### src/mips_macros.svh
`ifndef MIPS_MACROS_SVH
`define MIPS_MACROS_SVH

// widths fixed by the ISA
`define MIPS_DATA_W 32
`define MIPS_INSTR_W 32

// register file index
`define MIPS_REG_W 5

// shift amount field
`define MIPS_SHAMT_W 5

`endif
### src/mipsExecPkg.sv
`default_nettype none

package mipsExecPkg;

   typedef enum logic [3:0] {
      aluAdd,
      aluSub,
      aluSlt,
      aluSltu,
      aluAnd,
      aluOr,
      aluXor,
      aluNor,
      aluSll,
      aluSrl,
      aluSra,
      aluLui
   } aluOp;

   typedef enum logic [1:0] {
      excNone,
      excSyscall,
      excBreak,
      excInvalid
   } excCode;

   // source of the writeback data
   typedef enum logic [1:0] {
      selAlu,
      selReadHi,
      selReadLo
   } hiLoSel;

endpackage

`default_nettype wire

### src/mipsIsaPkg.sv
`include "mips_macros.svh"
`default_nettype none

package mipsIsaPkg;

   ////////////////////
   // opcodes
   localparam logic [5:0] opSpecial = 6'b000000;
   localparam logic [5:0] opRegimm  = 6'b000001;
   localparam logic [5:0] opAddi    = 6'b001000;
   localparam logic [5:0] opAddiu   = 6'b001001;
   localparam logic [5:0] opSlti    = 6'b001010;
   localparam logic [5:0] opSltiu   = 6'b001011;
   localparam logic [5:0] opAndi    = 6'b001100;
   localparam logic [5:0] opOri     = 6'b001101;
   localparam logic [5:0] opXori    = 6'b001110;
   localparam logic [5:0] opLui     = 6'b001111;

   ////////////////////
   // funct field of SPECIAL
   localparam logic [5:0] fnSll     = 6'b000000;
   localparam logic [5:0] fnSrl     = 6'b000010;
   localparam logic [5:0] fnSra     = 6'b000011;
   localparam logic [5:0] fnSllv    = 6'b000100;
   localparam logic [5:0] fnSrlv    = 6'b000110;
   localparam logic [5:0] fnSrav    = 6'b000111;
   localparam logic [5:0] fnSyscall = 6'b001100;
   localparam logic [5:0] fnBreak   = 6'b001101;
   localparam logic [5:0] fnMfhi    = 6'b010000;
   localparam logic [5:0] fnMthi    = 6'b010001;
   localparam logic [5:0] fnMflo    = 6'b010010;
   localparam logic [5:0] fnMtlo    = 6'b010011;
   localparam logic [5:0] fnMult    = 6'b011000;
   localparam logic [5:0] fnMultu   = 6'b011001;
   localparam logic [5:0] fnDiv     = 6'b011010;
   localparam logic [5:0] fnDivu    = 6'b011011;
   localparam logic [5:0] fnAdd     = 6'b100000;
   localparam logic [5:0] fnAddu    = 6'b100001;
   localparam logic [5:0] fnSub     = 6'b100010;
   localparam logic [5:0] fnSubu    = 6'b100011;
   localparam logic [5:0] fnAnd     = 6'b100100;
   localparam logic [5:0] fnOr      = 6'b100101;
   localparam logic [5:0] fnXor     = 6'b100110;
   localparam logic [5:0] fnNor     = 6'b100111;
   localparam logic [5:0] fnSlt     = 6'b101010;
   localparam logic [5:0] fnSltu    = 6'b101011;

   // rt field of REGIMM
   localparam logic [4:0] riBltz = 5'b00000;
   localparam logic [4:0] riBgez = 5'b00001;

   typedef struct packed {
      logic [5:0] opcode;
      logic [`MIPS_REG_W-1:0] rs;
      logic [`MIPS_REG_W-1:0] rt;
      logic [`MIPS_REG_W-1:0] rd;
      logic [`MIPS_SHAMT_W-1:0] shamt;
      logic [5:0] funct;
   } rTypeFields;

   typedef struct packed {
      logic [5:0] opcode;
      logic [`MIPS_REG_W-1:0] rs;
      logic [`MIPS_REG_W-1:0] rt;
      logic [15:0] imm;
   } iTypeFields;

   // same word read as R-type or I-type
   typedef union packed {
      rTypeFields rType;
      iTypeFields iType;
   } instrWord;

endpackage

`default_nettype wire

### src/execBus.sv
`include "mips_macros.svh"
`default_nettype none

interface execBus;
   logic valid;
   logic [`MIPS_DATA_W-1:0] result;
   logic [2*`MIPS_DATA_W-1:0] product;
   logic [`MIPS_REG_W-1:0] dest;
   logic regWrite;
   logic mult;
   logic hiLoWrite;
   logic hl;
   mipsExecPkg::hiLoSel sel;
   mipsExecPkg::excCode exc;

   modport producer (output valid, result, product, dest, regWrite, mult, hiLoWrite, hl,
                     sel, exc);
   modport consumer (input valid, result, product, dest, regWrite, mult, hiLoWrite, hl,
                     sel, exc);
endinterface

`default_nettype wire

### src/decodeBus.sv
`include "mips_macros.svh"
`default_nettype none

interface decodeBus;
   logic valid;
   mipsExecPkg::aluOp op;
   logic [`MIPS_DATA_W-1:0] a;
   logic [`MIPS_DATA_W-1:0] b;
   logic [`MIPS_SHAMT_W-1:0] shamt;
   logic [`MIPS_REG_W-1:0] dest;
   logic regWrite;
   logic mult;
   logic multSigned;
   logic hiLoWrite;
   logic hl;
   mipsExecPkg::hiLoSel sel;
   mipsExecPkg::excCode exc;

   modport producer (output valid, op, a, b, shamt, dest, regWrite, mult, multSigned,
                     hiLoWrite, hl, sel, exc);
   modport consumer (input valid, op, a, b, shamt, dest, regWrite, mult, multSigned,
                     hiLoWrite, hl, sel, exc);
endinterface

`default_nettype wire

### src/mipsExecUnit.sv
`include "mips_macros.svh"
`default_nettype none

module mipsExecUnit (
   input  logic clk,
   input  logic rst,
   input  logic [`MIPS_INSTR_W-1:0] instr,
   input  logic [`MIPS_DATA_W-1:0] rsVal,
   input  logic [`MIPS_DATA_W-1:0] rtVal,
   input  logic inValid,
   output logic inReady,
   output logic wbWrite,
   output logic [`MIPS_REG_W-1:0] wbReg,
   output logic [`MIPS_DATA_W-1:0] wbData,
   output mipsExecPkg::excCode wbExc,
   output logic outValid,
   input  logic outReady
);

   logic advance;

   decodeBus decBus ();
   execBus exBus ();

   // whole pipe moves together and freezes while the output is held
   assign advance = !outValid || outReady;
   assign inReady = advance;

   instrDecoder u_instrDecoder (
      .clk(clk),
      .rst(rst),
      .advance(advance),
      .instr(instr),
      .rsVal(rsVal),
      .rtVal(rtVal),
      .inValid(inValid),
      .dec(decBus.producer)
   );

   aluExecute u_aluExecute (
      .clk(clk),
      .rst(rst),
      .advance(advance),
      .dec(decBus.consumer),
      .ex(exBus.producer)
   );

   hiLoWriteback u_hiLoWriteback (
      .clk(clk),
      .rst(rst),
      .advance(advance),
      .ex(exBus.consumer),
      .wbWrite(wbWrite),
      .wbReg(wbReg),
      .wbData(wbData),
      .wbExc(wbExc),
      .outValid(outValid)
   );

endmodule

`default_nettype wire

### src/hiLoWriteback.sv
`include "mips_macros.svh"
`default_nettype none

module hiLoWriteback (
   input  logic clk,
   input  logic rst,
   input  logic advance,
   execBus.consumer ex,
   output logic wbWrite,
   output logic [`MIPS_REG_W-1:0] wbReg,
   output logic [`MIPS_DATA_W-1:0] wbData,
   output mipsExecPkg::excCode wbExc,
   output logic outValid
);

   logic [`MIPS_DATA_W-1:0] hi;
   logic [`MIPS_DATA_W-1:0] lo;
   logic [`MIPS_DATA_W-1:0] data;

   ////////////////////
   // hi/lo updated in program order
   always_ff @(posedge clk) begin
      if (rst) begin
         hi <= '0;
         lo <= '0;
      end else if (advance && ex.valid) begin
         if (ex.mult) begin
            {hi, lo} <= ex.product;
         end else if (ex.hiLoWrite) begin
            if (ex.hl) begin
               hi <= ex.result;
            end else begin
               lo <= ex.result;
            end
         end
      end
   end

   always_comb begin
      case (ex.sel)
         mipsExecPkg::selReadHi: data = hi;
         mipsExecPkg::selReadLo: data = lo;
         default: data = ex.result;
      endcase
   end

   // output beat
   always_ff @(posedge clk) begin
      if (rst) begin
         outValid <= 1'b0;
      end else if (advance) begin
         outValid <= ex.valid;
      end
   end

   always_ff @(posedge clk) begin
      if (advance) begin
         wbWrite <= ex.regWrite;
         wbReg <= ex.dest;
         wbData <= data;
         wbExc <= ex.exc;
      end
   end

endmodule

`default_nettype wire

### src/aluExecute.sv
`include "mips_macros.svh"
`default_nettype none

module aluExecute (
   input  logic clk,
   input  logic rst,
   input  logic advance,
   decodeBus.consumer dec,
   execBus.producer ex
);

   logic [`MIPS_DATA_W-1:0] result;
   logic [2*`MIPS_DATA_W-1:0] product;
   logic [2*`MIPS_DATA_W-1:0] aWide;
   logic [2*`MIPS_DATA_W-1:0] bWide;

   always_comb begin
      case (dec.op)
         mipsExecPkg::aluAdd: result = dec.a + dec.b;
         mipsExecPkg::aluSub: result = dec.a - dec.b;
         mipsExecPkg::aluSlt: result = {{(`MIPS_DATA_W-1){1'b0}}, $signed(dec.a) < $signed(dec.b)};
         mipsExecPkg::aluSltu: result = {{(`MIPS_DATA_W-1){1'b0}}, dec.a < dec.b};
         mipsExecPkg::aluAnd: result = dec.a & dec.b;
         mipsExecPkg::aluOr: result = dec.a | dec.b;
         mipsExecPkg::aluXor: result = dec.a ^ dec.b;
         mipsExecPkg::aluNor: result = ~(dec.a | dec.b);
         // shifts act on rt
         mipsExecPkg::aluSll: result = dec.b << dec.shamt;
         mipsExecPkg::aluSrl: result = dec.b >> dec.shamt;
         mipsExecPkg::aluSra: result = $signed(dec.b) >>> dec.shamt;
         mipsExecPkg::aluLui: result = {dec.b[15:0], 16'h0000};
         default: result = '0;
      endcase
   end

   ////////////////////
   // multiplier on operands widened to 64 bits
   assign aWide = {{`MIPS_DATA_W{dec.multSigned & dec.a[`MIPS_DATA_W-1]}}, dec.a};
   assign bWide = {{`MIPS_DATA_W{dec.multSigned & dec.b[`MIPS_DATA_W-1]}}, dec.b};
   assign product = dec.mult ? aWide * bWide : '0;

   always_ff @(posedge clk) begin
      if (rst) begin
         ex.valid <= 1'b0;
      end else if (advance) begin
         ex.valid <= dec.valid;
      end
   end

   always_ff @(posedge clk) begin
      if (advance) begin
         ex.result <= result;
         ex.product <= product;
         ex.dest <= dec.dest;
         ex.regWrite <= dec.regWrite;
         ex.mult <= dec.mult;
         ex.hiLoWrite <= dec.hiLoWrite;
         ex.hl <= dec.hl;
         ex.sel <= dec.sel;
         ex.exc <= dec.exc;
      end
   end

endmodule

`default_nettype wire

### src/instrDecoder.sv
`include "mips_macros.svh"
`default_nettype none

module instrDecoder (
   input  logic clk,
   input  logic rst,
   input  logic advance,
   input  mipsIsaPkg::instrWord instr,
   input  logic [`MIPS_DATA_W-1:0] rsVal,
   input  logic [`MIPS_DATA_W-1:0] rtVal,
   input  logic inValid,
   decodeBus.producer dec
);

   // operand b sources
   localparam logic [1:0] bRt   = 2'd0;
   localparam logic [1:0] bSext = 2'd1;
   localparam logic [1:0] bZext = 2'd2;
   localparam logic [1:0] bZero = 2'd3;

   mipsExecPkg::aluOp op;
   mipsExecPkg::hiLoSel sel;
   mipsExecPkg::excCode exc;
   logic [1:0] bSrc;
   logic shiftVar;
   logic destRt;
   logic regWrite;
   logic mult;
   logic multSigned;
   logic hiLoWrite;
   logic hl;
   logic [`MIPS_DATA_W-1:0] bVal;
   logic [`MIPS_SHAMT_W-1:0] shamt;
   logic [`MIPS_REG_W-1:0] dest;

   ////////////////////
   // main decoder
   always_comb begin
      op = mipsExecPkg::aluAdd;
      sel = mipsExecPkg::selAlu;
      exc = mipsExecPkg::excNone;
      bSrc = bRt;
      shiftVar = 1'b0;
      destRt = 1'b0;
      regWrite = 1'b1;
      mult = 1'b0;
      multSigned = 1'b0;
      hiLoWrite = 1'b0;
      hl = 1'b0;
      case (instr.rType.opcode)
         mipsIsaPkg::opSpecial: begin
            case (instr.rType.funct)
               mipsIsaPkg::fnAdd, mipsIsaPkg::fnAddu: op = mipsExecPkg::aluAdd;
               mipsIsaPkg::fnSub, mipsIsaPkg::fnSubu: op = mipsExecPkg::aluSub;
               mipsIsaPkg::fnSlt: op = mipsExecPkg::aluSlt;
               mipsIsaPkg::fnSltu: op = mipsExecPkg::aluSltu;
               mipsIsaPkg::fnAnd: op = mipsExecPkg::aluAnd;
               mipsIsaPkg::fnOr: op = mipsExecPkg::aluOr;
               mipsIsaPkg::fnXor: op = mipsExecPkg::aluXor;
               mipsIsaPkg::fnNor: op = mipsExecPkg::aluNor;
               mipsIsaPkg::fnSll: op = mipsExecPkg::aluSll;
               mipsIsaPkg::fnSrl: op = mipsExecPkg::aluSrl;
               mipsIsaPkg::fnSra: op = mipsExecPkg::aluSra;
               mipsIsaPkg::fnSllv: begin
                  op = mipsExecPkg::aluSll;
                  shiftVar = 1'b1;
               end
               mipsIsaPkg::fnSrlv: begin
                  op = mipsExecPkg::aluSrl;
                  shiftVar = 1'b1;
               end
               mipsIsaPkg::fnSrav: begin
                  op = mipsExecPkg::aluSra;
                  shiftVar = 1'b1;
               end
               mipsIsaPkg::fnMult, mipsIsaPkg::fnMultu: begin
                  mult = 1'b1;
                  multSigned = (instr.rType.funct == mipsIsaPkg::fnMult);
                  regWrite = 1'b0;
               end
               mipsIsaPkg::fnMfhi: sel = mipsExecPkg::selReadHi;
               mipsIsaPkg::fnMflo: sel = mipsExecPkg::selReadLo;
               mipsIsaPkg::fnMthi, mipsIsaPkg::fnMtlo: begin
                  // rs passes through the adder
                  bSrc = bZero;
                  hiLoWrite = 1'b1;
                  hl = (instr.rType.funct == mipsIsaPkg::fnMthi);
                  regWrite = 1'b0;
               end
               mipsIsaPkg::fnSyscall: exc = mipsExecPkg::excSyscall;
               mipsIsaPkg::fnBreak: exc = mipsExecPkg::excBreak;
               default: exc = mipsExecPkg::excInvalid;
            endcase
         end
         mipsIsaPkg::opAddi, mipsIsaPkg::opAddiu: begin
            bSrc = bSext;
            destRt = 1'b1;
         end
         mipsIsaPkg::opSlti, mipsIsaPkg::opSltiu: begin
            op = (instr.iType.opcode == mipsIsaPkg::opSlti) ? mipsExecPkg::aluSlt
                                                             : mipsExecPkg::aluSltu;
            bSrc = bSext;
            destRt = 1'b1;
         end
         mipsIsaPkg::opAndi, mipsIsaPkg::opOri, mipsIsaPkg::opXori, mipsIsaPkg::opLui: begin
            case (instr.iType.opcode)
               mipsIsaPkg::opAndi: op = mipsExecPkg::aluAnd;
               mipsIsaPkg::opOri: op = mipsExecPkg::aluOr;
               mipsIsaPkg::opXori: op = mipsExecPkg::aluXor;
               default: op = mipsExecPkg::aluLui;
            endcase
            bSrc = bZext;
            destRt = 1'b1;
         end
         // branches, memory and cp0 are not part of this slice
         default: exc = mipsExecPkg::excInvalid;
      endcase
      // nop and trapping words never write
      if (instr == '0 || exc != mipsExecPkg::excNone) begin
         regWrite = 1'b0;
      end
   end

   always_comb begin
      case (bSrc)
         bSext: bVal = {{(`MIPS_DATA_W-16){instr.iType.imm[15]}}, instr.iType.imm};
         bZext: bVal = {{(`MIPS_DATA_W-16){1'b0}}, instr.iType.imm};
         bZero: bVal = '0;
         default: bVal = rtVal;
      endcase
   end

   assign shamt = shiftVar ? rsVal[`MIPS_SHAMT_W-1:0] : instr.rType.shamt;
   assign dest = destRt ? instr.iType.rt : instr.rType.rd;

   ////////////////////
   // decode stage register
   always_ff @(posedge clk) begin
      if (rst) begin
         dec.valid <= 1'b0;
      end else if (advance) begin
         dec.valid <= inValid;
      end
   end

   always_ff @(posedge clk) begin
      if (advance) begin
         dec.op <= op;
         dec.a <= rsVal;
         dec.b <= bVal;
         dec.shamt <= shamt;
         dec.dest <= dest;
         dec.regWrite <= regWrite;
         dec.mult <= mult;
         dec.multSigned <= multSigned;
         dec.hiLoWrite <= hiLoWrite;
         dec.hl <= hl;
         dec.sel <= sel;
         dec.exc <= exc;
      end
   end

endmodule

`default_nettype wire

### config.mk
export PLATFORM = sky130hd
export DESIGN_NAME = mipsExecUnit
export DESIGN_NICKNAME = d
export VERILOG_FILES = /design/src/mipsExecPkg.sv /design/src/mipsIsaPkg.sv /design/src/execBus.sv /design/src/decodeBus.sv /design/src/mipsExecUnit.sv /design/src/hiLoWriteback.sv /design/src/aluExecute.sv /design/src/instrDecoder.sv
export VERILOG_INCLUDE_DIRS = /design/src
export SDC_FILE = /design/constraint.sdc
export NUM_CORES = 2
export LEC_CHECK = 0
export ABC_AREA = 1
export BUFFER_PORTS_ARGS = -buffer_cell sky130_fd_sc_hd__buf_2
export CELL_PAD_IN_SITES_DETAIL_PLACEMENT = 0
export CELL_PAD_IN_SITES_GLOBAL_PLACEMENT = 1
export CORE_MARGIN = 2
export CORE_UTILIZATION = 50
export DETAILED_ROUTE_END_ITERATION = 12
export GPL_TIMING_DRIVEN = 0
export PLACE_DENSITY_LB_ADDON = 0.12
export REMOVE_ABC_BUFFERS = 1
export SETUP_SLACK_MARGIN = 0.4
export SYNTH_ARGS = -nofsm -noshare
export SYNTH_HDL_FRONTEND = slang
export SYNTH_SLANG_ARGS = --single-unit
### constraint.sdc
create_clock -name clk -period 17.15 [get_ports clk]
set_input_delay 5.145 -clock clk [delete_from_list [all_inputs] [get_ports clk]]
set_output_delay 5.145 -clock clk [all_outputs]
set_load 0.03 [all_outputs]
==> out/qor.yml <==
rows: 129
rsz0062_at_grt: "false"
die_w_um: 357
relSlewSlack_pct: 7.51
slew_violations: 0
max_freq_mhz: 81.7
synth.distinct_cells: 58
synth-compound-area-share_pct: 6.24
core_area_mm2: 0.124
ys_seq_area_share_pct: 13.5
htreeDepth: 2
gp_congestion: 1.02
fin_skew_ps: 50.9
die_h_um: 357
synthCells: 8306
fillers: 11900
syn2layout_area_growth_pct: 9.88
start_util_pct: 50.3
clock_latency_ps: 630
cts_resized: 0
layout.cells.non_filler: 9893
tightest_slew_ps: 1390
ctsLongestPathBuffers: 3
grt_max_degree: 106
dp_slack_ps: 4970
place_hpwl_mm: 199
start_kind: "input pin"
yosys_warnings: 0
fp.dieArea_mm2: 0.127
whs_ps: 419
synth_area_leaders: "fa_1 (36%), nand2_1 (14%), inv_1 (12%), edfxtp_1 (11%), ha_1 (6.2%)"
path_clk_slew_ps: 60
finalCritPeriodShare_pct: 71.3
firstDrtPassIters: 6
setup-violations-final: 0
overflow: 0
syn_area_mm2: 0.0622
drive_gt1_share_pct: 5.04
yosys.area_share.simple_pct: 22.5
multiInputGateArea_mm2: 0.0445
arrival_ps: 7090
synth-edff-count: 236
max-cap-violations: 0
status: "completed"
vias: 54500
portBuffers: 141
utilization_pct: 55.3
synthFlopType: "edfxtp_1"
cts_setup_buffers: 0
finalHoldViolCount: 0
critical_path_class: "input pin to primary output"
synthMuxAreaShare_pct: 0.0845
nets: 9760
seq_area_mm2: 0.00843
synth_fa_ha_area_share_pct: 42.5
cp.required_ps: 12000
clkSinkCount: 303
synth.avg_cell_area_um2: 7.49
drt_iter0_markers: 5633
drt-vias-per-instance: 5.51
synth_top_family_by_area: "adder cells"
antenna_found_initial: 16
netlist.area_leader.share_pct: 36.3
ys_async_sr_fraction_pct: 0
drc_errors: 0
cp_max_fo: 105
grt_pass1_wl_mm: 353
synth_xor_area_share_pct: 0.0986
synth_seq_cells: 303
numPlacedInstances: 9818
cts_root_buf: "clkbuf_16"
cts_tree: "done"
holdBufCountCts: 0
synth_largest_area_cell: "fa_1"
routedWlPerCell_um: 23.8
cp-end-kind: "primary output"
ioPinCount: 142
drt-total-wl_mm: 235
min-delay-path-class: "flop to flop"
numCtsBuffers: 39
track_usage_pct: 37.6
grt_pass1_vias: 55700
timing.final.ws_setup_ps: 4920
postRouteAntennaNets: 0
layout_min_cycle_time_ps: 12230
==> state kept, by name, indices dropped and copies added, names as in the netlist, 2 cells and up <==
| signal | count |
|---|---|
| u_instrDecoder.dec.sel | 2 |
| u_hiLoWriteback.wbReg | 5 |
| u_hiLoWriteback.wbData | 32 |
| u_instrDecoder.dec.exc | 2 |
| u_aluExecute.ex.result | 32 |
| u_aluExecute.ex.exc | 2 |
| u_instrDecoder.dec.b | 32 |
| u_hiLoWriteback.lo | 32 |
| u_instrDecoder.dec.shamt | 5 |
| u_aluExecute.ex.sel | 2 |
| u_instrDecoder.dec.dest | 5 |
| u_hiLoWriteback.hi | 32 |
| u_hiLoWriteback.wbExc | 2 |
| u_instrDecoder.dec.a | 32 |
| u_instrDecoder.dec.op | 4 |
| u_aluExecute.ex.product | 64 |
| u_aluExecute.ex.dest | 5 |
==> cells in the mapped netlist, types with 26 or more instances <==
master / n
o21ai_0: 163
a311oi_1: 64
buf_2: 69
dfxtp_1: 67
nor3_1: 31
ha_1: 310
clkbuf_1: 290
fa_1: 1127
nor2_1: 513
nand2_1: 2334
nand3_1: 451
buf_1: 27
nand4_1: 41
o22ai_1: 26
inv_1: 2005
a21oi_1: 290
edfxtp_1: 236
==> final cells by class <==
| class | count | share of cell area (%) |
|---|---|---|
| multi-input combinational | 5571 | 65.1 |
| sequential | 303 | 12.3 |
| inverter | 2024 | 11.1 |
| timing repair buffer | 284 | 6.61 |
| tap | 1637 | 3.00 |
| clock buffer | 46 | 1.48 |
| clock inverter | 26 | 0.384 |
| antenna | 2 | 0.00732 |
==> worst paths after layout <==
path | from | end | slack (ps) | depth (start not counted)
setup / recovery | outReady | inReady | 4920 | 6
setup reg to reg | u_instrDecoder.dec.a[31] | u_aluExecute.ex.product[50] | 6770 | 22
hold / removal | u_instrDecoder.dec.sel[1] | u_aluExecute.ex.sel[1] | 420 | 0
hold reg to reg | u_instrDecoder.dec.sel[1] | u_aluExecute.ex.sel[1] | 420 | 0
==> cells in the final DEF, fill, tap and decap left out, types with 26 or more instances in the layout <==
| master | count |
|---|---|
| nor3_1 | 31 |
| buf_16 | 131 |
| nor2_1 | 510 |
| buf_2 | 140 |
| nand4_1 | 41 |
| a311oi_1 | 64 |
| edfxtp_1 | 236 |
| fa_1 | 1126 |
| dfxtp_1 | 67 |
| nand3_1 | 451 |
| ha_1 | 308 |
| inv_1 | 2003 |
| o21ai_0 | 163 |
| o22ai_1 | 26 |
| clkbuf_16 | 39 |
| nand2_1 | 2333 |
| a21oi_1 | 290 |
==> metal layers <==
| layer | vias up | global-route usage, % | wire, µm |
|---|---|---|---|
| met5 | - | 0 | 43 |
| met3 | 529 | 5.59 | 18000 |
| met1 | 27100 | 49.8 | 94400 |
| li1 | 24500 | - | - |
| met2 | 2364 | 61.2 | 110000 |
| met4 | 6 | 16.9 | 12800 |
==> metrics by stage <==
| stage | instance area (µm²) | TNS (ps) |
|---|---|---|
| global route | 68400 | 0 |
| CTS | 68300 | 0 |
| global placement | 63200 | -1420 |
| finish | 68400 | 0 |
| detailed placement | 67000 | 0 |
| floorplan | 60500 | 0 |
==> kinds of logic (layout without fill, tap and decap cells) <==
kind of cell	after synthesis	count (layout)
compound gates	666	666
fa+ha+maj	1437	1437
other cells	0	2
mux	5	5
simple gates	3456	3456
xor+xnor	7	7
buf+inv	2432	2380
flops	303	303
==> critical path, stage by stage <==
cell    delay (ps)
buf_2           90
nor2_1         460
inv_8          230
buf_16         320
buf_16         310
buf_2          320
Power is left out: the tool's default activity adds up to more than one toggle a clock period on the data nets, which glitch-free logic cannot reach.
